## src/design/flow_ctrl_pkg.sv

```systemverilog
`default_nettype none

package flow_ctrl_pkg;

    // Default build configuration
    localparam int NUM_PROTOCOLS    = 4;
    localparam int VCS_PER_PROTOCOL = 4;
    localparam int FLIT_WIDTH       = 32;
    localparam int QUEUE_DEPTH      = 8;

    localparam int CREDIT_WIDTH = 8;
    localparam int PRIO_WIDTH   = 4;

    // Global VC numbering on the link side
    localparam int VC_ID_WIDTH = 8;
    localparam int MAX_VCS     = 2 ** VC_ID_WIDTH;

    typedef enum logic [2:0] {
        PCIE       = 3'd0,
        CXL_IO     = 3'd1,
        CXL_CACHE  = 3'd2,
        CXL_MEM    = 3'd3,
        STREAMING  = 3'd4,
        MANAGEMENT = 3'd5
    } protocol_t;

    typedef struct packed {
        logic [FLIT_WIDTH-1:0]  data;
        logic                   sop;
        logic                   eop;
        protocol_t              protocol;
        logic [VC_ID_WIDTH-1:0] vc_global;
        logic [PRIO_WIDTH-1:0]  prio;
    } flit_entry_t;

    // Index width that stays legal for a count of one
    function automatic int idx_width(input int n);
        return (n > 1) ? $clog2(n) : 1;
    endfunction

    // Remote buffer sizing per lane, lane 0 has the deepest buffers
    function automatic logic [CREDIT_WIDTH-1:0] initial_credits(input int vc,
                                                                input int vcs_per_protocol);
        if (vc < vcs_per_protocol) begin
            return CREDIT_WIDTH'(8);
        end
        if (vc < 3 * vcs_per_protocol) begin
            return CREDIT_WIDTH'(6);
        end
        return CREDIT_WIDTH'(4);
    endfunction

endpackage

`default_nettype wire

```

## src/design/credit_ledger.sv

```systemverilog
`timescale 1ns/1ps
`default_nettype none

module credit_ledger #(
    parameter int NUM_PROTOCOLS    = flow_ctrl_pkg::NUM_PROTOCOLS,
    parameter int VCS_PER_PROTOCOL = flow_ctrl_pkg::VCS_PER_PROTOCOL,
    localparam int TOTAL_VCS = NUM_PROTOCOLS * VCS_PER_PROTOCOL
) (
    input  logic                                                clk,
    input  logic                                                rst_n,
    input  logic                                                consume,
    input  logic [flow_ctrl_pkg::VC_ID_WIDTH-1:0]               consume_vc,
    input  logic                                                credit_return_valid,
    input  logic [flow_ctrl_pkg::VC_ID_WIDTH-1:0]               credit_return_vc,
    input  logic [flow_ctrl_pkg::CREDIT_WIDTH-1:0]              credit_return_count,
    output logic [flow_ctrl_pkg::MAX_VCS-1:0]                   vc_has_credit,
    output logic [TOTAL_VCS-1:0][flow_ctrl_pkg::CREDIT_WIDTH-1:0] credit_available
);
    import flow_ctrl_pkg::*;

    for (genvar v = 0; v < TOTAL_VCS; v++) begin : g_vc
        logic [CREDIT_WIDTH-1:0] credit_q;
        logic [CREDIT_WIDTH:0]   next_sum;
        logic                    take;
        logic                    give;

        assign take = consume && (consume_vc == VC_ID_WIDTH'(v));
        assign give = credit_return_valid && (credit_return_vc == VC_ID_WIDTH'(v));

        // Consume and return on the same edge both apply
        assign next_sum = {1'b0, credit_q}
                        + (give ? {1'b0, credit_return_count} : '0)
                        - {{CREDIT_WIDTH{1'b0}}, take};

        always_ff @(posedge clk or negedge rst_n) begin
            if (!rst_n) begin
                credit_q <= initial_credits(v, VCS_PER_PROTOCOL);
            end else if (take || give) begin
                // Saturate at the counter maximum
                credit_q <= next_sum[CREDIT_WIDTH] ? '1 : next_sum[CREDIT_WIDTH-1:0];
            end
        end

        assign credit_available[v] = credit_q;
        assign vc_has_credit[v]    = (credit_q != '0);

        a_no_consume_empty: assert property (@(posedge clk) disable iff (!rst_n)
            take |-> (credit_q != '0));
    end

    // VC numbers beyond the configured range never have credit
    if (TOTAL_VCS < MAX_VCS) begin : g_pad
        assign vc_has_credit[MAX_VCS-1:TOTAL_VCS] = '0;
    end

endmodule

`default_nettype wire

```

## config.mk

```make
export PLATFORM = sky130hd
export DESIGN_NAME = credit_ledger
export DESIGN_NICKNAME = d
export VERILOG_FILES = /design/src/design/flow_ctrl_pkg.sv /design/src/design/credit_ledger.sv
export SDC_FILE = /design/constraint.sdc
export NUM_CORES = 1
export LEC_CHECK = 0
export CAP_MARGIN = 10
export CORE_MARGIN = 10
export CORE_UTILIZATION = 40
export CTS_CLUSTER_DIAMETER = 30
export DETAILED_ROUTE_END_ITERATION = 10
export DONT_BUFFER_PORTS = 1
export PLACE_DENSITY = 0.65
export SETUP_SLACK_MARGIN = 0.1
export SYNTH_ARGS = -nofsm -noshare
export SYNTH_HDL_FRONTEND = slang
export SYNTH_SLANG_ARGS = --single-unit
```

## constraint.sdc

```tcl
create_clock -name clk -period 2.7 [get_ports clk]
set_input_delay 0 -clock clk [delete_from_list [all_inputs] [get_ports clk]]
set_output_delay 0 -clock clk [all_outputs]
set_load 0.05 [all_outputs]
```

==> out/results.ini <==
[finish]
fin_nets = 2710
largest_register_ffs = 128
drive_above_1_share = 0.275
final_cell_area_mm2 = 0.0206
final_util = 0.516
regMostFlops = g_vc.credit_q
fin_cells = 2949
reg_top3 = g_vc.credit_q x128
syn_to_final_growth_pct = 27.1

[clocking]
cts_tree = done
clock_path_buffers = 2
clk_latency_ps = 470
cts.clk_slew.worst_paths_ps = 60
cts_made_buffers = 17
ctsHoldBuffers = 3
cts-root-buf = clkbuf_16
numClockSinks = 128
htreeDepth = 4

[detailed_routing]
vias_per_cell = 4.92
ant_nets = 0
routedWlPerCell_um = 17.1
drc = 0
firstDrtPassIters = 6
drt_iter0_drc = 674
wl_mm = 50.6
vias = 14500

[sta]
hold_viol_final = 128
slew_headroom = 0.566
slew_viol_final = 0
fin_crit_sh = 0.959
fmax_mhz = 386
fin_ws_ps = 111
grt_setup_unrepaired = true
fin_setup_tns_ps = 0
period_minus_slack_ps = 2590
setup_viol = 0
finalClockSkew_ps = 8.53
worst_pin_slew_ps = 645
hold_ws_ps = -764

[place]
portBuffers = 0
pre_cts_slack_ps = -448
post-dp-hpwl_mm = 39.9
routabilityCongestion = 0.909
dpl_cell_area_mm2 = 0.0194
placed_cells = 2894

[worst_setup_path]
r2r_slack_ps = 230
crit_type = in -> reg
cp.arrival_ps = 2930
crit_end = g_vc[1].credit_q[5]
r2r-start = g_vc[8].credit_q[1]
cp_num_buf_inv = 2
critical_path_required_ps = 3050
path_cells = or4b_4 -> buf_12 -> nor4_4 -> nand2_1 -> ha_1 -> inv_2 -> ha_4 -> fa_2 -> a211oi_2 -> o21ai_2 -> o31ai_4 -> o21ai_4 -> o22a_1
cp_top_family = simple AND/OR/NAND/NOR gates
crit_path_start_kind = input port
crit_fanout = 7
r2r_cells = 9
critPathSlowestCell = or4b_4
cp.depth = 13
end_kind = flip-flop
cpPeakStageDelay_ps = 570
worstSetupStartpoint = credit_return_vc[4]
worstReg2RegEnd = g_vc[8].credit_q[1]

[logic_synthesis]
synth_area_per_cell_um2 = 8.13
ys_async_sr_fraction = 1.00
ys_types = 60
synth_edf_count = 0
synth_cells = 1992
synth_seq_cells = 128
syn_area_mm2 = 0.0162
ys_seq_area_frac = 0.200
ys_warn_count = 0
synth-main-ff-cell = dfrtp_1

[pwr]
vdd_ir_drop_max_v = 0.000530
leakagePower_uw = 0.0103
power_density_mw_per_mm2 = 744

[floorplanning]
initial_core_util = 0.406
die_x_um = 221
die_area_mm2 = 0.0490
die_h_um = 221
core_region_area_mm2 = 0.0399
rows = 73
ioPinCount = 412

[grt]
grt_max_degree = 129
grt_pass1_vias = 15100
grt_util_all_layers = 0.198
antenna_found_initial = 1
grt_pass1_wl_mm = 79.1
grt_overflow_total = 0

[run_status]
violations = negative hold slack
status = finished, violations left

[worst_hold_path]
hold_class = in -> async

[flow_run]
drv_cap = 0

==> cell usage in the layout (no fill, tap or decap), types with 8 or more instances in the layout <==
master     netlist  routed
a211oi_1        47      31
a211oi_2         0      15
a21o_1          46      46
a21oi_1         65      60
a22oi_1         14      11
a31oi_1         26      26
and4_4           0      10
buf_4          241     420
clkbuf_16        0      17
conb_1           1     240
dfrtp_1        104     103
dfstp_2         24      24
fa_2             0      16
ha_1           256     232
ha_4             0      20
inv_1          360     347
inv_2            0      13
nand2_1        170     165
nor2_1         118     111
nor3_1          26      22
nor4_1          34      33
nor4_4           8       9
o211ai_1        26      26
o21a_1          12      12
o21ai_0         68      45
o21ai_2          2      18
o21ai_4          4      10
o21bai_1        16      16
o21bai_4         8       8
o22a_1          84      84
o22ai_1         18      17
xnor2_1         57      54
xor2_1          25      25
==> synthesized netlist by cell type, drive strengths merged, types with 5 or more instances <==
library cell    n  area (µm²)
a2111o          6        67.6
a211oi         47         353
a21o           46         345
a21oi          67         343
a22oi          14         105
a31oi          26         163
and4           12         105
buf           257        1900
clkbuf         16        60.1
dfrtp         104        2600
dfstp          24         631
fa             16         320
ha            256        3200
inv           360        1350
nand2         170         638
nand2b          7        43.8
nand3           5        25.0
nor2          118         443
nor3           28         150
nor4           42         383
o211ai         26         195
o21a           12        90.1
o21ai          79         448
o21bai         24         270
o22a           84         736
o22ai          20         138
o31ai          10        75.1
o32ai           5        58.8
or2             5        31.3
xnor2          57         499
xor2           25         219
==> routing by layer <==
metal / global-route usage / up-vias / wire length [µm]
met3: 0.0498 / 72 / 3120
met5: 0 / - / 0
met1: 0.230 / 6925 / 21000
met2: 0.347 / 346 / 25200
met4: 0.0647 / 0 / 1260
li1: - / 7163 / -
==> timing repair <==
action | 4_1_cts | 5_1_grt
gates resized for setup | 3 | 83
pin swaps | 4 | 85
endpoints found under the setup margin | 21 | 111
buffers inserted | 1 | 18
cloned | 0 | 0
hold endpoints to repair | 147 | 128
==> cells by family (layout without fill, tap and decap cells) <==
family / count (synthesis) / count (layout) / synth area share
buffers and inverters: 633 / 825 / 0.204
AOI/OAI and AO/OA: 468 / 468 / 0.210
and+or+nand+nor: 404 / 404 / 0.121
adders and majority gates: 272 / 272 / 0.217
DFF: 128 / 128 / 0.200
xor gates and xnor gates: 82 / 82 / 0.0443
muxes: 4 / 4 / 0.00255
other: 1 / 241 / 0.000231
==> how the worst min path moves through the flow <==
stage               start                   to  slack, ps  depth (start not counted)
floorplan           rst_n  g_vc[0].credit_q[0]       -300                          0
global placement    rst_n  g_vc[3].credit_q[4]       -290                          0
detailed placement  rst_n  g_vc[3].credit_q[7]       -290                          0
CTS                 rst_n  g_vc[5].credit_q[0]       -800                          0
global route        rst_n  g_vc[5].credit_q[0]       -800                          0
finish              rst_n  g_vc[3].credit_q[4]       -760                          0
==> where the power goes <==
| group | leakage [µW] | switching, µW | internal [µW] |
|---|---|---|---|
| registers | 0.00163 | 181 | 2260 |
| clock network | 0.000285 | 1020 | 1400 |
| logic | 0.00834 | 6190 | 4270 |
| total | 0.0103 | 7390 | 7940 |
==> through the flow <==
stage	hold WS, ps	power [µW]
floorplan	-296	9860
detailed placement	-287	12400
CTS	-800	15000
global placement	-287	12200
finish	-764	15300
global route	-796	16400
==> layout make-up <==
| cell class | count | area (µm²) |
|---|---|---|
| fill | 3735 | 19300 |
| multi-input combinational | 1470 | 11400 |
| timing repair buffer | 433 | 3340 |
| sequential | 128 | 3230 |
| inverter | 360 | 1350 |
| tap | 525 | 657 |
| clock buffer | 19 | 453 |
| clock inverter | 13 | 138 |
| antenna | 1 | 2.50 |
(Power assumes the default switching activity.)
