==> src/design/flow_ctrl_pkg.sv <==
`default_nettype none

package flow_ctrl_pkg;

    // Default build configuration
    localparam int NUM_PROTOCOLS    = 4;
    localparam int VCS_PER_PROTOCOL = 4;
    localparam int FLIT_WIDTH       = 32;
    localparam int QUEUE_DEPTH      = 8;

    localparam int CREDIT_WIDTH = 8;
    localparam int PRIO_WIDTH   = 4;

    // Global VC numbering on the link side
    localparam int VC_ID_WIDTH = 8;
    localparam int MAX_VCS     = 2 ** VC_ID_WIDTH;

    typedef enum logic [2:0] {
        PCIE       = 3'd0,
        CXL_IO     = 3'd1,
        CXL_CACHE  = 3'd2,
        CXL_MEM    = 3'd3,
        STREAMING  = 3'd4,
        MANAGEMENT = 3'd5
    } protocol_t;

    typedef struct packed {
        logic [FLIT_WIDTH-1:0]  data;
        logic                   sop;
        logic                   eop;
        protocol_t              protocol;
        logic [VC_ID_WIDTH-1:0] vc_global;
        logic [PRIO_WIDTH-1:0]  prio;
    } flit_entry_t;

    // Index width that stays legal for a count of one
    function automatic int idx_width(input int n);
        return (n > 1) ? $clog2(n) : 1;
    endfunction

    // Remote buffer sizing per lane, lane 0 has the deepest buffers
    function automatic logic [CREDIT_WIDTH-1:0] initial_credits(input int vc,
                                                                input int vcs_per_protocol);
        if (vc < vcs_per_protocol) begin
            return CREDIT_WIDTH'(8);
        end
        if (vc < 3 * vcs_per_protocol) begin
            return CREDIT_WIDTH'(6);
        end
        return CREDIT_WIDTH'(4);
    endfunction

endpackage

`default_nettype wire

==> src/design/queue_head_if.sv <==
`timescale 1ns/1ps
`default_nettype none

interface queue_head_if #(
    parameter int NUM_PROTOCOLS = flow_ctrl_pkg::NUM_PROTOCOLS,
    localparam int LANE_W = flow_ctrl_pkg::idx_width(NUM_PROTOCOLS)
);
    import flow_ctrl_pkg::*;

    // Head of every lane FIFO, visible to the arbiter
    logic [NUM_PROTOCOLS-1:0] head_valid;
    flit_entry_t              head_flit [NUM_PROTOCOLS];

    // One-cycle pop strobe, head leaves on the same edge
    logic                     pop;
    logic [LANE_W-1:0]        pop_lane;

    modport queue (
        output head_valid,
        output head_flit,
        input  pop,
        input  pop_lane
    );

    modport arbiter (
        input  head_valid,
        input  head_flit,
        output pop,
        output pop_lane
    );

endinterface

`default_nettype wire

==> src/design/protocol_queues.sv <==
`timescale 1ns/1ps
`default_nettype none

module protocol_queues #(
    parameter int NUM_PROTOCOLS    = flow_ctrl_pkg::NUM_PROTOCOLS,
    parameter int VCS_PER_PROTOCOL = flow_ctrl_pkg::VCS_PER_PROTOCOL,
    parameter int QUEUE_DEPTH      = flow_ctrl_pkg::QUEUE_DEPTH,
    localparam int LVC_W = flow_ctrl_pkg::idx_width(VCS_PER_PROTOCOL)
) (
    input  logic                                                    clk,
    input  logic                                                    rst_n,
    input  logic                                                    flow_control_enable,
    input  logic [NUM_PROTOCOLS-1:0]                                protocol_enable,
    input  logic [NUM_PROTOCOLS-1:0]                                ul_flit_valid,
    input  logic [NUM_PROTOCOLS-1:0][flow_ctrl_pkg::FLIT_WIDTH-1:0] ul_flit_data,
    input  logic [NUM_PROTOCOLS-1:0]                                ul_flit_sop,
    input  logic [NUM_PROTOCOLS-1:0]                                ul_flit_eop,
    input  flow_ctrl_pkg::protocol_t [NUM_PROTOCOLS-1:0]            ul_protocol_type,
    input  logic [NUM_PROTOCOLS-1:0][LVC_W-1:0]                     ul_vc_id,
    input  logic [NUM_PROTOCOLS-1:0][flow_ctrl_pkg::PRIO_WIDTH-1:0] ul_priority,
    output logic [NUM_PROTOCOLS-1:0]                                ul_flit_ready,
    queue_head_if.queue                                             heads
);
    import flow_ctrl_pkg::*;

    localparam int LANE_W = idx_width(NUM_PROTOCOLS);
    localparam int PTR_W  = idx_width(QUEUE_DEPTH);
    localparam int CNT_W  = $clog2(QUEUE_DEPTH + 1);

    for (genvar l = 0; l < NUM_PROTOCOLS; l++) begin : g_lane
        flit_entry_t      mem [QUEUE_DEPTH];
        flit_entry_t      wr_entry;
        logic [PTR_W-1:0] wr_ptr;
        logic [PTR_W-1:0] rd_ptr;
        logic [CNT_W-1:0] count;
        logic             lane_en;
        logic             push;
        logic             pop_here;

        assign lane_en          = flow_control_enable && protocol_enable[l];
        assign ul_flit_ready[l] = lane_en && (count < CNT_W'(QUEUE_DEPTH));
        assign push             = ul_flit_valid[l] && ul_flit_ready[l];
        assign pop_here         = heads.pop && (heads.pop_lane == LANE_W'(l));

        // Lane-local VC folded into the global VC space
        assign wr_entry = '{
            data:      ul_flit_data[l],
            sop:       ul_flit_sop[l],
            eop:       ul_flit_eop[l],
            protocol:  ul_protocol_type[l],
            vc_global: VC_ID_WIDTH'(l * VCS_PER_PROTOCOL) + VC_ID_WIDTH'(ul_vc_id[l]),
            prio:      ul_priority[l]
        };

        always_ff @(posedge clk) begin
            if (push) begin
                mem[wr_ptr] <= wr_entry;
            end
        end

        always_ff @(posedge clk or negedge rst_n) begin
            if (!rst_n) begin
                wr_ptr <= '0;
                rd_ptr <= '0;
                count  <= '0;
            end else begin
                if (push) begin
                    wr_ptr <= (wr_ptr == PTR_W'(QUEUE_DEPTH - 1)) ? '0 : wr_ptr + 1'b1;
                end
                if (pop_here) begin
                    rd_ptr <= (rd_ptr == PTR_W'(QUEUE_DEPTH - 1)) ? '0 : rd_ptr + 1'b1;
                end
                case ({push, pop_here})
                    2'b10:   count <= count + 1'b1;
                    2'b01:   count <= count - 1'b1;
                    default: count <= count;
                endcase
            end
        end

        // Disabled lanes keep their contents but stop presenting
        assign heads.head_valid[l] = lane_en && (count != '0);
        assign heads.head_flit[l]  = mem[rd_ptr];

        a_no_write_full: assert property (@(posedge clk) disable iff (!rst_n)
            count <= CNT_W'(QUEUE_DEPTH));
        a_no_pop_empty: assert property (@(posedge clk) disable iff (!rst_n)
            pop_here |-> (count != '0));
    end

endmodule

`default_nettype wire

==> src/flat_wrapper.sv <==
// flat-port wrapper written by rule: the top's interface ports become plain ports
module protocol_queues_flat import flow_ctrl_pkg::*;
#(
    parameter int NUM_PROTOCOLS    = flow_ctrl_pkg::NUM_PROTOCOLS,
    parameter int VCS_PER_PROTOCOL = flow_ctrl_pkg::VCS_PER_PROTOCOL,
    parameter int QUEUE_DEPTH      = flow_ctrl_pkg::QUEUE_DEPTH,
    localparam int LVC_W = flow_ctrl_pkg::idx_width(VCS_PER_PROTOCOL)
)
  (clk, rst_n, flow_control_enable, protocol_enable, ul_flit_valid, ul_flit_data, ul_flit_sop, ul_flit_eop, ul_protocol_type, ul_vc_id, ul_priority, ul_flit_ready, heads_head_valid, heads_head_flit, heads_pop, heads_pop_lane);
  queue_head_if #(.NUM_PROTOCOLS(NUM_PROTOCOLS)) heads_i ();
  input  logic clk;
  input  logic rst_n;
  input  logic flow_control_enable;
  input  logic [NUM_PROTOCOLS-1:0] protocol_enable;
  input  logic [NUM_PROTOCOLS-1:0] ul_flit_valid;
  input  logic [NUM_PROTOCOLS-1:0][flow_ctrl_pkg::FLIT_WIDTH-1:0] ul_flit_data;
  input  logic [NUM_PROTOCOLS-1:0] ul_flit_sop;
  input  logic [NUM_PROTOCOLS-1:0] ul_flit_eop;
  input  flow_ctrl_pkg::protocol_t [NUM_PROTOCOLS-1:0] ul_protocol_type;
  input  logic [NUM_PROTOCOLS-1:0][LVC_W-1:0] ul_vc_id;
  input  logic [NUM_PROTOCOLS-1:0][flow_ctrl_pkg::PRIO_WIDTH-1:0] ul_priority;
  output logic [NUM_PROTOCOLS-1:0] ul_flit_ready;
  output wire logic [$bits(heads_i.head_valid)-1:0] heads_head_valid;
  output wire logic [$bits(heads_i.head_flit)-1:0] heads_head_flit;
  input wire logic [$bits(heads_i.pop)-1:0] heads_pop;
  input wire logic [$bits(heads_i.pop_lane)-1:0] heads_pop_lane;
  assign heads_head_valid = heads_i.head_valid;
  assign heads_head_flit = {>>{heads_i.head_flit}};
  assign heads_i.pop = heads_pop;
  assign heads_i.pop_lane = heads_pop_lane;
  protocol_queues #(.NUM_PROTOCOLS(NUM_PROTOCOLS), .VCS_PER_PROTOCOL(VCS_PER_PROTOCOL), .QUEUE_DEPTH(QUEUE_DEPTH)) u_core (.clk(clk), .rst_n(rst_n), .flow_control_enable(flow_control_enable), .protocol_enable(protocol_enable), .ul_flit_valid(ul_flit_valid), .ul_flit_data(ul_flit_data), .ul_flit_sop(ul_flit_sop), .ul_flit_eop(ul_flit_eop), .ul_protocol_type(ul_protocol_type), .ul_vc_id(ul_vc_id), .ul_priority(ul_priority), .ul_flit_ready(ul_flit_ready), .heads(heads_i));
endmodule
==> config.mk <==
export PLATFORM = sky130hd
export DESIGN_NAME = protocol_queues_flat
export DESIGN_NICKNAME = d
export VERILOG_FILES = /design/src/design/flow_ctrl_pkg.sv /design/src/design/queue_head_if.sv /design/src/design/protocol_queues.sv /design/src/flat_wrapper.sv
export SDC_FILE = /design/constraint.sdc
export NUM_CORES = 2
export LEC_CHECK = 0
export BUFFER_PORTS_ARGS = -buffer_cell sky130_fd_sc_hd__buf_4
export CAP_MARGIN = 20
export CORE_MARGIN = 1
export CORE_UTILIZATION = 50
export CTS_BUF_LIST = sky130_fd_sc_hd__clkbuf_8 sky130_fd_sc_hd__clkbuf_16
export CTS_CLUSTER_DIAMETER = 40
export CTS_CLUSTER_SIZE = 16
export DETAILED_ROUTE_END_ITERATION = 10
export PLACE_DENSITY = 0.68
export SETUP_SLACK_MARGIN = 0.02
export SLEW_MARGIN = 15
export SYNTH_ARGS = -nofsm -noshare
export SYNTH_HDL_FRONTEND = slang
export SYNTH_SLANG_ARGS = --single-unit
==> constraint.sdc <==
create_clock -name clk -period 6.9 [get_ports clk]
set_input_delay 0.69 -clock clk [delete_from_list [all_inputs] [get_ports clk]]
set_output_delay 0.69 -clock clk [all_outputs]
set_load 0.02 [all_outputs]
==> results by group <==
Status
  • Outcome: finished, final reports clean

Clock network
  • Clock Tree Buf Depth: 3
  • Setup bufs post-CTS: 0
  • Clock buffer count from CTS: 160
  • CTS clk-pin slew, worst paths: 0.07 ns
  • CTS root buf: clkbuf_16
  • H-tree levels: 4
  • Worst-skew pair later-pin latency: 0.76 ns
  • Hold_buf cts: 1
  • Num Clock Sinks: 1416
  • Resized cells post-CTS: 0
  • TritonCTS clock tree: built

Floorplan
  • Die extent in x: 332 um
  • Core area: 0.108 mm2
  • I/O pin total: 390
  • Die Y: 332 um
  • Rows: 120
  • Die area: 0.110 mm2
  • Initial Util: 50.6%

Critical path
  • CP arrival: 3.70 ns
  • Critical-path cell list: buf_4 > mux4_2 > mux2_4 > buf_4
  • FF-to-FF setup slack: 3.41 ns
  • WP depth: 4
  • Critical path class: reg2out
  • Crit-path slowest cell: dfrtp_4
  • Top Family by Delay on Critical Path: flip-flops
  • R2R depth: 4
  • Max incr delay on CP: 1.00 ns
  • WP buf/inv: 2
  • Critical Path RT: 6.21 ns
  • Max FO, Critical Path: 46
  • Cell repeated most along the worst path: buf_4
  • CP Capture Type: output port
  • Worst setup SP type: flop

Logic synthesis
  • Synth Area in Simple Gates: 1.17%
  • Post-synthesis mux area share: 18.2%
  • Unique masters post-synth: 37
  • Seq/Total Area, Yosys: 77.7%
  • Post-Synth XOR/XNOR Area: 0.322%
  • Ys Warns: 0
  • Largest family of logic cells by synthesized area: multiplexers
  • Adder-cell share of the synthesized area: 0.644%
  • Avg Inst Size Synth: 23.9 um2
  • Mapped Cells: 2282
  • Complex-gate fraction of the synthesized area: 0.303%
  • Mapped Area: 0.0544 mm2
  • Seq cells post-synth: 1416

Job
  • Max-cap violations: 0

Power and ir drop
  • P per Cell Area: 394 mW/mm2
  • Maximum resistive drop on vdd: 0.000310 V
  • Total Power: 25.4 mW
  • Lkg Pwr: 21.3 nW

Cells and area
  • Post-route cell area: 0.0644 mm2
  • P&R area growth vs syn: 18.3%
  • Area occupied by multi-input gates: 0.0116 mm2
  • Register area: 0.0424 mm2
  • Commonest cells after routing, fill and taps aside: 1376 x edfxtp_1, 413 x buf_4, 344 x mux4_2
  • Fin nets: 2969
  • Commonest non-fill, non-tap cell in the layout: edfxtp_1
  • Share of layout cells above drive strength 1: 43.7%
  • FILL cells: 7440

Worst hold path
  • Hold Crit Class: in2reg
  • Cell depth of the worst hold path: 1

Detailed routing
  • Vias per inst: 5.67
  • Iteration-0 DRC count of the detailed router: 1360
  • Vias post-DR: 24352
  • Drt wl/cell: 25.1 um
  • Final ANT Viol Nets: 0
  • Final wirelength: 108 mm
  • Drt pass-1 iters: 5
  • DRC errors left: 0

Timing
  • Slew HR: 26.1%
  • Post-layout min period: 4.39 ns
  • Fin crit share: 63.7%
  • Min Hold Slack: 0.170 ns
  • Setup ws final: 2.51 ns
  • RSZ-0062 raised after global routing: false
  • Slew Limit Fails: 0
  • Setup TNS: 0 ns
  • Final hold violations: 0
  • Fmax: 228 MHz
  • Final setup violation count: 0
  • Setup Skew: 0.0271 ns
  • Least-Margin Pin Slew: 1.11 ns

GRT
  • Total gr overflow: 0
  • Largest net degree at the start of global routing: 75
  • Initial antenna violation count: 11
  • First-pass GRT wire length: 160 mm
  • Vias in the first global route: 25994
  • Global-route usage over all layers: 19.7%

Placement
  • Placer congestion estimate: 0.721
  • Place WS: 3.09 ns
  • Placed cell area: 0.0588 mm2
  • Detail Placement HPWL: 60.0 mm
  • Number of I/O port buffers: 365
-- logic make-up (layout without fill, tap and decap cells) --
group / Yosys count / in the layout
xor+xnor: 20 / 20
mux: 527 / 527
fa+ha+maj: 28 / 28
compound gates: 27 / 27
flops: 1416 / 1416
other cells: 2 / 28
buf+inv: 133 / 718
simple gates: 129 / 129
-- sequential cells by signal, indices dropped and copies added (netlist names) --
signal                cells
u_core.g_lane.wr_ptr     12
u_core.g_lane.mem      1376
u_core.g_lane.rd_ptr     12
u_core.g_lane.count      16
-- cell usage after synthesis --
master	count	share of area (%)
a21o_1	7	0.097
a21oi_1	7	0.064
a31oi_1	3	0.034
buf_1	3	0.021
buf_12	8	0.29
buf_2	44	0.40
buf_4	24	0.33
buf_6	4	0.083
buf_8	4	0.11
clkbuf_1	39	0.27
conb_1	2	0.014
dfrtp_1	40	1.8
edfxtp_1	1376	76
ha_1	28	0.64
inv_1	7	0.048
mux2_2	150	3.1
mux2_4	33	0.91
mux4_2	344	14
nand2_1	34	0.23
nand2b_1	15	0.17
nand3_1	1	0.0092
nand3b_1	3	0.041
nand4b_1	4	0.064
nor2_1	34	0.23
nor2b_1	6	0.069
nor3_1	17	0.16
nor3b_1	2	0.028
nor4_1	5	0.057
nor4bb_1	1	0.018
o21ai_0	7	0.064
o22ai_1	1	0.011
o32ai_1	2	0.032
or2_2	3	0.034
or3_1	3	0.034
or4b_1	1	0.018
xnor2_1	5	0.080
xor2_1	15	0.24
-- per-layer routing --
metal  vias up  global-route usage [%]  wire length, um
met5         -                       0               93
met4        14                    6.05             2130
met3       169                    5.30             7310
met2       661                    33.5            55700
met1     12925                    24.7            42600
li1      10583                       -                -
-- stage by stage --
step           instances  util, %
2_1_floorplan       2304        -
3_3_place_gp        3994     54.7
3_5_place_dp        3994     54.7
4_1_cts             4291     59.9
5_1_grt             4293     59.9
6_report            4296     59.9
-- area by class of cell --
cell class / count / area share [%]
Sequential cell: 1416 / 65.8
Antenna cell: 4 / 0.0155
Clock buffer: 166 / 6.43
Inverter: 7 / 0.0408
Tap cell: 1403 / 2.73
Timing Repair Buffer: 415 / 4.86
Clock inverter: 130 / 2.20
Multi-Input combinational cell: 755 / 18.0
-- path summary, 6_finish.rpt --
| check | start | end |
|---|---|---|
| max in group asynchronous | rst_n | u_core.g_lane[3].rd_ptr[0] |
| hold reg to reg | u_core.g_lane[2].count[3] | u_core.g_lane[2].count[3] |
| setup / recovery | u_core.g_lane[2].rd_ptr[0] | heads_head_flit[91] |
| min in group asynchronous | rst_n | u_core.g_lane[2].wr_ptr[0] |
| hold / removal | ul_flit_eop[3] | u_core.g_lane[3].mem[7][12] |
| setup reg to reg | u_core.g_lane[3].count[3] | u_core.g_lane[3].mem[2][39] |
-- where the power goes --
part | leakage (nW) | total [mW] | internal (mW) | switching (mW)
clock network | 2.74 | 8.64 | 5.10 | 3.54
registers | 12.9 | 10.4 | 9.80 | 0.601
logic | 5.74 | 6.32 | 3.26 | 3.06
total | 21.3 | 25.4 | 18.2 | 7.20
(Power assumes the default switching activity.)
