$ cat src/design/flow_ctrl_pkg.sv
`default_nettype none

package flow_ctrl_pkg;

    // Default build configuration
    localparam int NUM_PROTOCOLS    = 4;
    localparam int VCS_PER_PROTOCOL = 4;
    localparam int FLIT_WIDTH       = 32;
    localparam int QUEUE_DEPTH      = 8;

    localparam int CREDIT_WIDTH = 8;
    localparam int PRIO_WIDTH   = 4;

    // Global VC numbering on the link side
    localparam int VC_ID_WIDTH = 8;
    localparam int MAX_VCS     = 2 ** VC_ID_WIDTH;

    typedef enum logic [2:0] {
        PCIE       = 3'd0,
        CXL_IO     = 3'd1,
        CXL_CACHE  = 3'd2,
        CXL_MEM    = 3'd3,
        STREAMING  = 3'd4,
        MANAGEMENT = 3'd5
    } protocol_t;

    typedef struct packed {
        logic [FLIT_WIDTH-1:0]  data;
        logic                   sop;
        logic                   eop;
        protocol_t              protocol;
        logic [VC_ID_WIDTH-1:0] vc_global;
        logic [PRIO_WIDTH-1:0]  prio;
    } flit_entry_t;

    // Index width that stays legal for a count of one
    function automatic int idx_width(input int n);
        return (n > 1) ? $clog2(n) : 1;
    endfunction

    // Remote buffer sizing per lane, lane 0 has the deepest buffers
    function automatic logic [CREDIT_WIDTH-1:0] initial_credits(input int vc,
                                                                input int vcs_per_protocol);
        if (vc < vcs_per_protocol) begin
            return CREDIT_WIDTH'(8);
        end
        if (vc < 3 * vcs_per_protocol) begin
            return CREDIT_WIDTH'(6);
        end
        return CREDIT_WIDTH'(4);
    endfunction

endpackage

`default_nettype wire

$ cat src/design/flit_out_stage.sv
`timescale 1ns/1ps
`default_nettype none

module flit_out_stage (
    input  logic                                  clk,
    input  logic                                  rst_n,
    input  logic                                  grant_valid,
    input  flow_ctrl_pkg::flit_entry_t            grant_flit,
    input  logic                                  dl_flit_ready,
    output logic                                  stage_free,
    output logic                                  dl_flit_valid,
    output logic [flow_ctrl_pkg::FLIT_WIDTH-1:0]  dl_flit_data,
    output logic                                  dl_flit_sop,
    output logic                                  dl_flit_eop,
    output flow_ctrl_pkg::protocol_t              dl_protocol_type,
    output logic [flow_ctrl_pkg::VC_ID_WIDTH-1:0] dl_vc_global_id
);
    import flow_ctrl_pkg::*;

    flit_entry_t out_q;

    // Empty, or draining on this edge
    assign stage_free = !dl_flit_valid || dl_flit_ready;

    always_ff @(posedge clk or negedge rst_n) begin
        if (!rst_n) begin
            dl_flit_valid <= 1'b0;
        end else if (grant_valid) begin
            dl_flit_valid <= 1'b1;
        end else if (dl_flit_ready) begin
            dl_flit_valid <= 1'b0;
        end
    end

    always_ff @(posedge clk) begin
        if (grant_valid) begin
            out_q <= grant_flit;
        end
    end

    assign dl_flit_data     = out_q.data;
    assign dl_flit_sop      = out_q.sop;
    assign dl_flit_eop      = out_q.eop;
    assign dl_protocol_type = out_q.protocol;
    assign dl_vc_global_id  = out_q.vc_global;

    a_hold_when_stalled: assert property (@(posedge clk) disable iff (!rst_n)
        (dl_flit_valid && !dl_flit_ready) |=> (dl_flit_valid && $stable(out_q)));

endmodule

`default_nettype wire

$ cat config.mk
export PLATFORM = sky130hd
export DESIGN_NAME = flit_out_stage
export DESIGN_NICKNAME = d
export VERILOG_FILES = /design/src/design/flow_ctrl_pkg.sv /design/src/design/flit_out_stage.sv
export SDC_FILE = /design/constraint.sdc
export NUM_CORES = 1
export LEC_CHECK = 0
export ABC_AREA = 0
export BUFFER_PORTS_ARGS = -buffer_cell sky130_fd_sc_hd__buf_2
export CORE_MARGIN = 2
export CORE_UTILIZATION = 42
export CTS_CLUSTER_SIZE = 25
export DETAILED_ROUTE_END_ITERATION = 8
export PLACE_DENSITY = 0.86
export SETUP_SLACK_MARGIN = 0.2
export SYNTH_ARGS = -nofsm -noshare
export SYNTH_HDL_FRONTEND = slang
export SYNTH_SLANG_ARGS = --single-unit
$ cat constraint.sdc
create_clock -name clk -period 1.6 [get_ports clk]
set_clock_uncertainty 0.2 [all_clocks]
set_input_delay 0.08 -clock clk [delete_from_list [all_inputs] [get_ports clk]]
set_output_delay 0.08 -clock clk [all_outputs]
set_load 0.005 [all_outputs]
==> results of run 1 <==
## flip-flops by register name, summed over array words and instances, names as in the netlist
signal	flops
dl_flit_valid	1
dl_protocol_type	3
dl_vc_global_id	8
dl_flit_sop	1
dl_flit_data	32
dl_flit_eop	1
## cells in the final DEF, fill, tap and decap left out, drive strengths merged
| cell type | instances |
|---|---|
| clkinv | 2 |
| clkbuf | 5 |
| edfxtp | 45 |
| buf | 96 |
| dlygate4sd3 | 49 |
| nand2b | 2 |
| dfrtp | 1 |
## worst min path at each step
stage / end / depth (start not counted)
after global placement: dl_flit_valid$_DFFE_PN0P_ / 1
after detailed placement: dl_flit_valid$_DFFE_PN0P_ / 1
after CTS: dl_flit_data[24]$_DFFE_PP_ / 2
after floorplan: dl_flit_valid$_DFFE_PN0P_ / 0
final: dl_protocol_type[2]$_DFFE_PP_ / 2
after global routing: dl_flit_data[6]$_DFFE_PP_ / 2
## layout make-up
cell class	instances	area, µm²	area share (%)
sequential	46	1380	55.3
multi-input combinational	2	22.5	0.905
clock buffer	5	37.5	1.51
tap	44	55.1	2.21
timing repair buffer	145	986	39.6
clock inverter	2	10.0	0.402
## power by group through the flow
stage | clock network (W) | registers [W] | logic [W]
floorplan | 0 | 0.00149 | 0.00000517
global placement | 0 | 0.00147 | 0.000190
detailed placement | 0 | 0.00148 | 0.000197
CTS | 0.000504 | 0.00145 | 0.000288
global route | 0.000564 | 0.00146 | 0.000321
finish | 0.000502 | 0.00145 | 0.000294
## layer usage
metal | part of all wire [%] | vias up
li1 | - | 495
met1 | 36 | 499
met2 | 50 | 78
met3 | 11 | 11
met4 | 2.7 | 0
met5 | 0 | -
## stage by stage
step | util (%) | cells
3_5_place_dp | 62.8 | 188
5_1_grt | 80.2 | 244
3_3_place_gp | 62.8 | 188
6_report | 80.2 | 244
2_1_floorplan | - | 48
4_1_cts | 79.8 | 243
## cell families after synthesis
kind of cell	count (synthesis)
flip-flops	46
AND/OR/NAND/NOR	2
## repair_timing
item	4_1_cts	5_1_grt
endpoints found under the setup margin	0	0
resized for setup	0	0
hold buffers	48	1
hold endpoints to repair	47	1
buffers inserted	0	0
==> run summary, run 1 <==
The clock-pin slew on the worst setup and hold paths came out at between 0.1 and 0.15 ns. STA classifies the critical path endpoint as an output port. The number of hold violations in the final report was 0. The clock latency on the worst-skew pair is around 0.35 ns. Of all cell types, the one taking the most synthesized area is edfxtp_1. Of the synthesized area, sequential elements account for 98.4%. Of the total power, registers draw 64.6%.

The critical path goes through dlygate4sd3_1, buf_2, nand2b_4, buf_2. The number of different library cells in the post-synthesis netlist is 4. In this run, CTS created clock tree buffers numbering 5.

Setup repair after global routing left no endpoint under its margin. The pre-antenna-repair detailed-routing pass consisted of 4 iterations. The data arrival time of the critical path is 0.98 ns. By area, the combinational part of the netlist is dominated by simple AND/OR/NAND/NOR gates. Together, buffers and inverters on the worst path number 3. The final hold slack came out at approximately 0.23 ns. The required time reported for the critical path endpoint came out at roughly 1.3 ns. The number of warnings issued by yosys came out at 0.

The detailed-route wire length per cell came out at 15.8 µm. The number of levels in the clock H-tree came out at 2. Among all cell types in the netlist, the one instantiated most often is edfxtp_1. The count of antenna-violating nets left after detailed routing came out at 0. The final setup slack of the worst path came out at about 0.34 ns. The synthesized-area fraction occupied by ao, oa, aoi and oai cells came out at 0%. In this run the worst setup path terminates at stage_free. The highest clock frequency the design can meet came out at between 700 and 800 MHz. The commonest cells after synthesis are edfxtp_1 (45), dfrtp_1 (1), nand2b_2 (1), nand2b_4 (1). The total global routing overflow is 0. Relative to the synthesized area, the layout overhead comes to 77.8%.

The run finished with clean final reports. The transition time at the pin with the least slew margin is ~0.24 ns. Summing all placed instances gives a cell area of slightly below 0.002 mm². The headroom to the max-slew limit came out at a little over four fifths. The clock network burns about 22% of the power. The root buffer cell is clkbuf_4. The number of max-cap violations came out at 0. The leading register cell type out of synthesis is edfxtp_1. The final-layout setup total negative slack came out at 0 ns.

The combinational group share of total power came out at 13.1%. The detailed-route wire length is 3850 µm. The synthesized design contains 45 enable-type register cells.

The most congested layer reported by global routing is met2. The number of stages on the worst setup path came out at 4. The depth of the most critical reg-to-reg path is 2. The final count of negative-setup-slack endpoints came out at 0. The portion of the clock cycle consumed by the worst path in the final layout came out at between 70 and 80%.

STA classifies the critical path startpoint as an input port. The setup slack of the most critical reg-to-reg path came out at ~0.75 ns. The maximum clock insertion buffer count came out at 2. Global routing used approximately a fifth of the available tracks across all layers. OpenSTA, run right after detailed placement, puts the worst setup slack at between 0.6 and 0.7 ns. Once the floorplan was initialized, standard cells occupied 45.1% of the core. The count of boundary I/O pins is 100. In this run the static leakage power is approximately 1.1 nW. The start of the worst register-to-register path is dl_flit_valid$_DFFE_PN0P_. The worst setup path is of the in2out kind. The met3 layer usage reported by global route came out at approximately 8.9%.

The design draws between 0.002 and 0.0025 W. The via count of the first global-routing pass was between 1k and 1.5k. The top cell type's share of synthesized area came out at roughly 97%. The number of buffers inserted by port buffering came out at 95. The cell type with the highest occurrence count on the critical path is buf_2. The weighted congestion reported at the end of routability-driven placement came out at around 0.6.

The cell type of the slowest stage on the worst timing path is dlygate4sd3_1. The min-delay analysis places its worst path in the category in2reg. The net count reported at finish came out at 253.

The first global-routing pass estimated 5350 µm of wire. The x dimension of the die is 61.7 µm. The power density relative to cell area is 905 mW/mm². For this design, the sink count on the clock tree is 46. The total number of placement rows is 20. The mux cell area share after synthesis is 0%. In this run the most critical hold path is launched from grant_flit[14]. TritonCTS built the clock tree. The full die area came out at 0.00381 mm². The routing usage on met1 is about a quarter. Entering global routing, the biggest net connects 47 pins.

The met2 layer usage reported by global route is between 30% and 40%. The cell-internal power came out at ~0.0018 W. The fraction of power spent switching nets is between 20% and 30%. For this run, the slowest stage of the critical path takes roughly 0.52 ns. The worst-case IR drop observed on VDD is between 600 and 700 µV. The number of fill cells in the layout is 187. The number of antenna violations at the first check in global routing came out at 0. The post-synthesis register bit count is between 40 and 50. Tracing the worst setup path back leads to its startpoint at dl_flit_ready. The synthesized netlist devotes ~1.6% of its cell area to simple gates. The share of final-layout standard cells stronger than drive strength 1 came out at a little over half.

Ranked by total cell area, the synthesized netlist is headed by edfxtp_1 (97%), dfrtp_1 (1.8%), nand2b_4 (0.98%), nand2b_2 (0.63%). The xor and xnor area share after synthesis came out at 0%. The adder-cell share of the synthesized area came out at 0%.

Grouping stages by cell kind, the critical path spends the most delay in buffers and inverters. Along the worst path, the maximum fanout reaches 2. 0 antenna diodes ended up in the layout. The region available for standard cell placement spans between 0.003 and 0.004 mm². The via count normalized by instance count came out at 4.44. The initial detailed-routing violation count came out at 52. The mean post-synth cell area is just under 30 µm². The via count is approximately 1.1k. The final cell area excluding filler cells came out at between 0.002 and 0.0025 mm². The max-slew violation total from the final report is 0. The cell area that synthesis handed to floorplanning was approximately 0.0014 mm². The post-synthesis cell count is 48. The die height came out at about 62 µm.

The post-layout minimum cycle time came out at 1.26 ns. For this run, asynchronously set or reset flops after synthesis account for 2.17%. The endpoint identified for the worst register-to-register timing path is dl_flit_valid$_DFFE_PN0P_.

The total net switching power is 0.000480 W. In the routed design, unresolved DRC markers number 0. The post-synth net total came out at about 100.
(Power assumes the default switching activity.)
==> run 2: changes to the inputs <==
CORE_UTILIZATION = 35   (was 42)
PLACE_DENSITY = 0.77   (was 0.86)
clock period = 1 ns   (was 1.6 ns; I/O delays follow)
==> run 2 against run 1 <==
The run now ends with hold timing, setup timing left. Clock power rose to 3.2 times the previous value. Hold slack got worse by 0.50 ns. Count of clock-buffer cells in the layout increased by 1. Highest routed layer unchanged. Non-clock buffer count fell by 46. Worst setup slack got worse by 0.47 ns. Global-route usage shrank 7.7 points. First-iteration DRC count decreased by 50%. Design area shrank 14%. Core utilization is 23 points lower. Power up 90%. Via count down 20%.
==> run summary, run 2 (same netlist as run 1, synthesis figures left out) <==
The number of antenna violations at the first check in global routing came to 0 (unchanged). The worst setup path is launched from a register. The worst setup path is captured at an output port. The required time reported for the critical path endpoint came out at 0.75 ns (-0.57 ns). The via count normalized by instance count came out at 4.27 (-3.9%). The top cell types in the final layout, fill and taps aside, are buf_2 (94), edfxtp_1 (45), clkbuf_8 (6). The area of the placeable core is 0.00374 mm² (+21%). The power density relative to cell area came out at 2000 mW/mm² (+120%). The clock-pin slew on the worst setup and hold paths is 0.08 ns (-0.04 ns).

The highest net fanout along the worst path came out at 2 (unchanged). The area taken by multi-input logic gates is 22.5 µm² (unchanged). The count of antenna-violating nets left after detailed routing came out at 0 (unchanged). The start of the worst register-to-register path is dl_flit_valid$_DFFE_PN0P_.

The number of hold violations in the final report is 50 (+50). The first-pass GRT wire length came out at 4020 µm (-25%). The detailed-route wire length per cell came out at 13.9 µm (-12%). The clock latency on the worst-skew pair is 0.29 ns (-0.06 ns). The area growth from synthesis to layout is 53.0%.

The die height is 67.2 µm (+8.9%). The startpoint identified for the worst hold timing path is grant_flit[41]. The most common cell after layout, fill and taps aside is buf_2. The share of final-layout standard cells stronger than drive strength 1 came to 69.7% (+17 points).

The via count of the first global-routing pass came to 884 (-20%). The post-layout minimum cycle time came out at between 1 and 1.5 ns. The number of hold-repair buffers added at the cts stage came out at 1 (-98%). The longest individual stage delay on the worst path is 0.42 ns (-0.10 ns).

The headroom to the max-slew limit is 90.8% (+6.5 points). The max-slew violation total from the final report came out at 0 (unchanged). For this run, the top clock speed supported by timing is between 800 and 900 MHz. The x dimension of the die came out at 67.2 µm (+8.9%). For this design, the slowest cell found on the critical path is dfrtp_1.

The total number of placement rows was 22 (+10%). The count of boundary I/O pins came out at 100 (unchanged). The detailed-route wire length came out at 2820 µm (-27%).

The worst setup timing slack at the placement stage is 0.113 ns (-0.536 ns). The transition time at the pin with the least slew margin came to 0.138 ns (-0.0973 ns). The data arrival time of the critical path came to 0.88 ns (-0.10 ns).

The final hold slack came to -0.271 ns (-0.504 ns). The total number of clock tree sinks came out at 46 (unchanged). The pin count of the biggest net entering global routing is 26 (-45%). The run finished, with violations left. Setup repair after global routing could not meet its margin everywhere. The critical path is of the reg2out type. The portion of the clock cycle consumed by the worst path in the final layout came out at 113%. The number of buffers inserted by port buffering is 95 (unchanged). TritonCTS built the clock tree. The leakage power figure came out at 0.937 nW (-13%). The critical path goes through nand2b_4, buf_6. The number of fill cells in the layout is 327 (+75%). The starting utilization of the core area came out at 37.4% (-7.7 points). The final count of negative-setup-slack endpoints is 47 (+47). The full die area is 0.00452 mm² (+19%).

The tightest min-delay check is of the in2reg type. The final setup slack of the worst path came to -0.131 ns (-0.474 ns). The via count came out at 866 (-20%).

The root buffer cell is clkbuf_8. The maximum clock insertion buffer count came to 2 (unchanged). The count of inserted antenna diode cells came out at 0 (unchanged). The total clock buffers created by CTS is 5 (unchanged). The weighted congestion reported at the end of routability-driven placement is 0.679 (+12%).

The total global routing overflow was 0 (unchanged). In this run the worst setup path begins at dl_flit_valid$_DFFE_PN0P_. The number of levels in the clock H-tree is 2 (unchanged). The final reports fail on hold timing, setup timing. The number of flip-flops under the largest register name is 32 (unchanged). The post-route DRC violation count is 0 (unchanged).

The overall routing resource usage came to 13.2% (-7.7 points). The total iterations of the first detailed-routing run came to 4 (unchanged). The maximum VDD drop is 1320 µV (+110%).

The power consumption came out at 0.00428 W (+90%). The net count reported at finish was 207 (-18%). The number of max-cap violations is 0 (unchanged). The area taken by flip-flops and latches is 0.00138 mm² (unchanged).

The initial detailed-routing violation count came out at 26 (-50%).
==> run 2: changes by cell type in the layout (fill, tap and decap cells not counted), sizes merged <==
cell,delta
bufinv,+2
buf,+2
clkbuf,+1
dlygate4sd3,-48
clkinv,-2
==> run 2: worst paths after layout <==
path | slack, ns | to | cells past startpoint
max in group asynchronous | 0.66 | dl_flit_valid$_DFFE_PN0P_ | 2
worst max-delay path | -0.13 | stage_free | 2
worst max register to register | 0.04 | dl_flit_valid$_DFFE_PN0P_ | 3
worst min-delay path | -0.27 | dl_flit_data[24]$_DFFE_PP_ | 1
min in group asynchronous | -0.14 | dl_flit_valid$_DFFE_PN0P_ | 2
worst min register to register | 0.48 | dl_flit_valid$_DFFE_PN0P_ | 3
==> run 2: area by class of cell <==
type / instances / share of cell area [%]
well taps: 48 / 2.81
clock inverters: 2 / 2.81
multi-input cells: 2 / 1.05
repair buffers: 99 / 25.2
clock buffers: 6 / 3.86
flip-flops and latches: 46 / 64.3
==> run 2: worst max-delay path, delay by kind of cell (launching register included) <==
kind / cells / cell delay [ns]
and+or+nand+nor: 1 / 0.09
buffers and inverters: 1 / 0.09
DFF: 1 / 0.42
==> run 2: per-layer routing <==
metal  wire length [µm]  global-route usage (%)  part of all wire (%)  vias up
li1                   -                       -                     -      400
met1                856                    11.6                    30      393
met2               1450                    22.9                    52       66
met3                444                    8.00                    16        7
met4                 63                    7.65                   2.2        0
met5                  0                       0                     0        -
==> run 2: stage by stage <==
step | TNS [ns] | cells | utilization [%] | cell area [µm²]
6_report | -1.86 | 203 | 57.2 | 2140
5_1_grt | -3.82 | 203 | 57.2 | 2140
4_1_cts | -2.70 | 202 | 57.0 | 2130
3_5_place_dp | 0 | 193 | 52.7 | 1970
3_3_place_gp | 0 | 193 | 52.7 | 1970
2_1_floorplan | 0 | 48 | - | 1400
==> run 2: what timing repair did <==
action                     4_1_cts  5_1_grt
pin swaps                        0        0
setup endpoints to repair       48       48
gates resized for setup          1        0
buffers inserted                 0        1
hold endpoints to repair        67       47
==> run 2: report_power, final <==
part           switching, W  total, W  leakage (nW)  internal (W)
combinational      0.000140  0.000328         0.414      0.000188
sequential        0.0000376   0.00232         0.451       0.00228
clock              0.000570   0.00163        0.0714       0.00106
total              0.000748   0.00428         0.937       0.00353
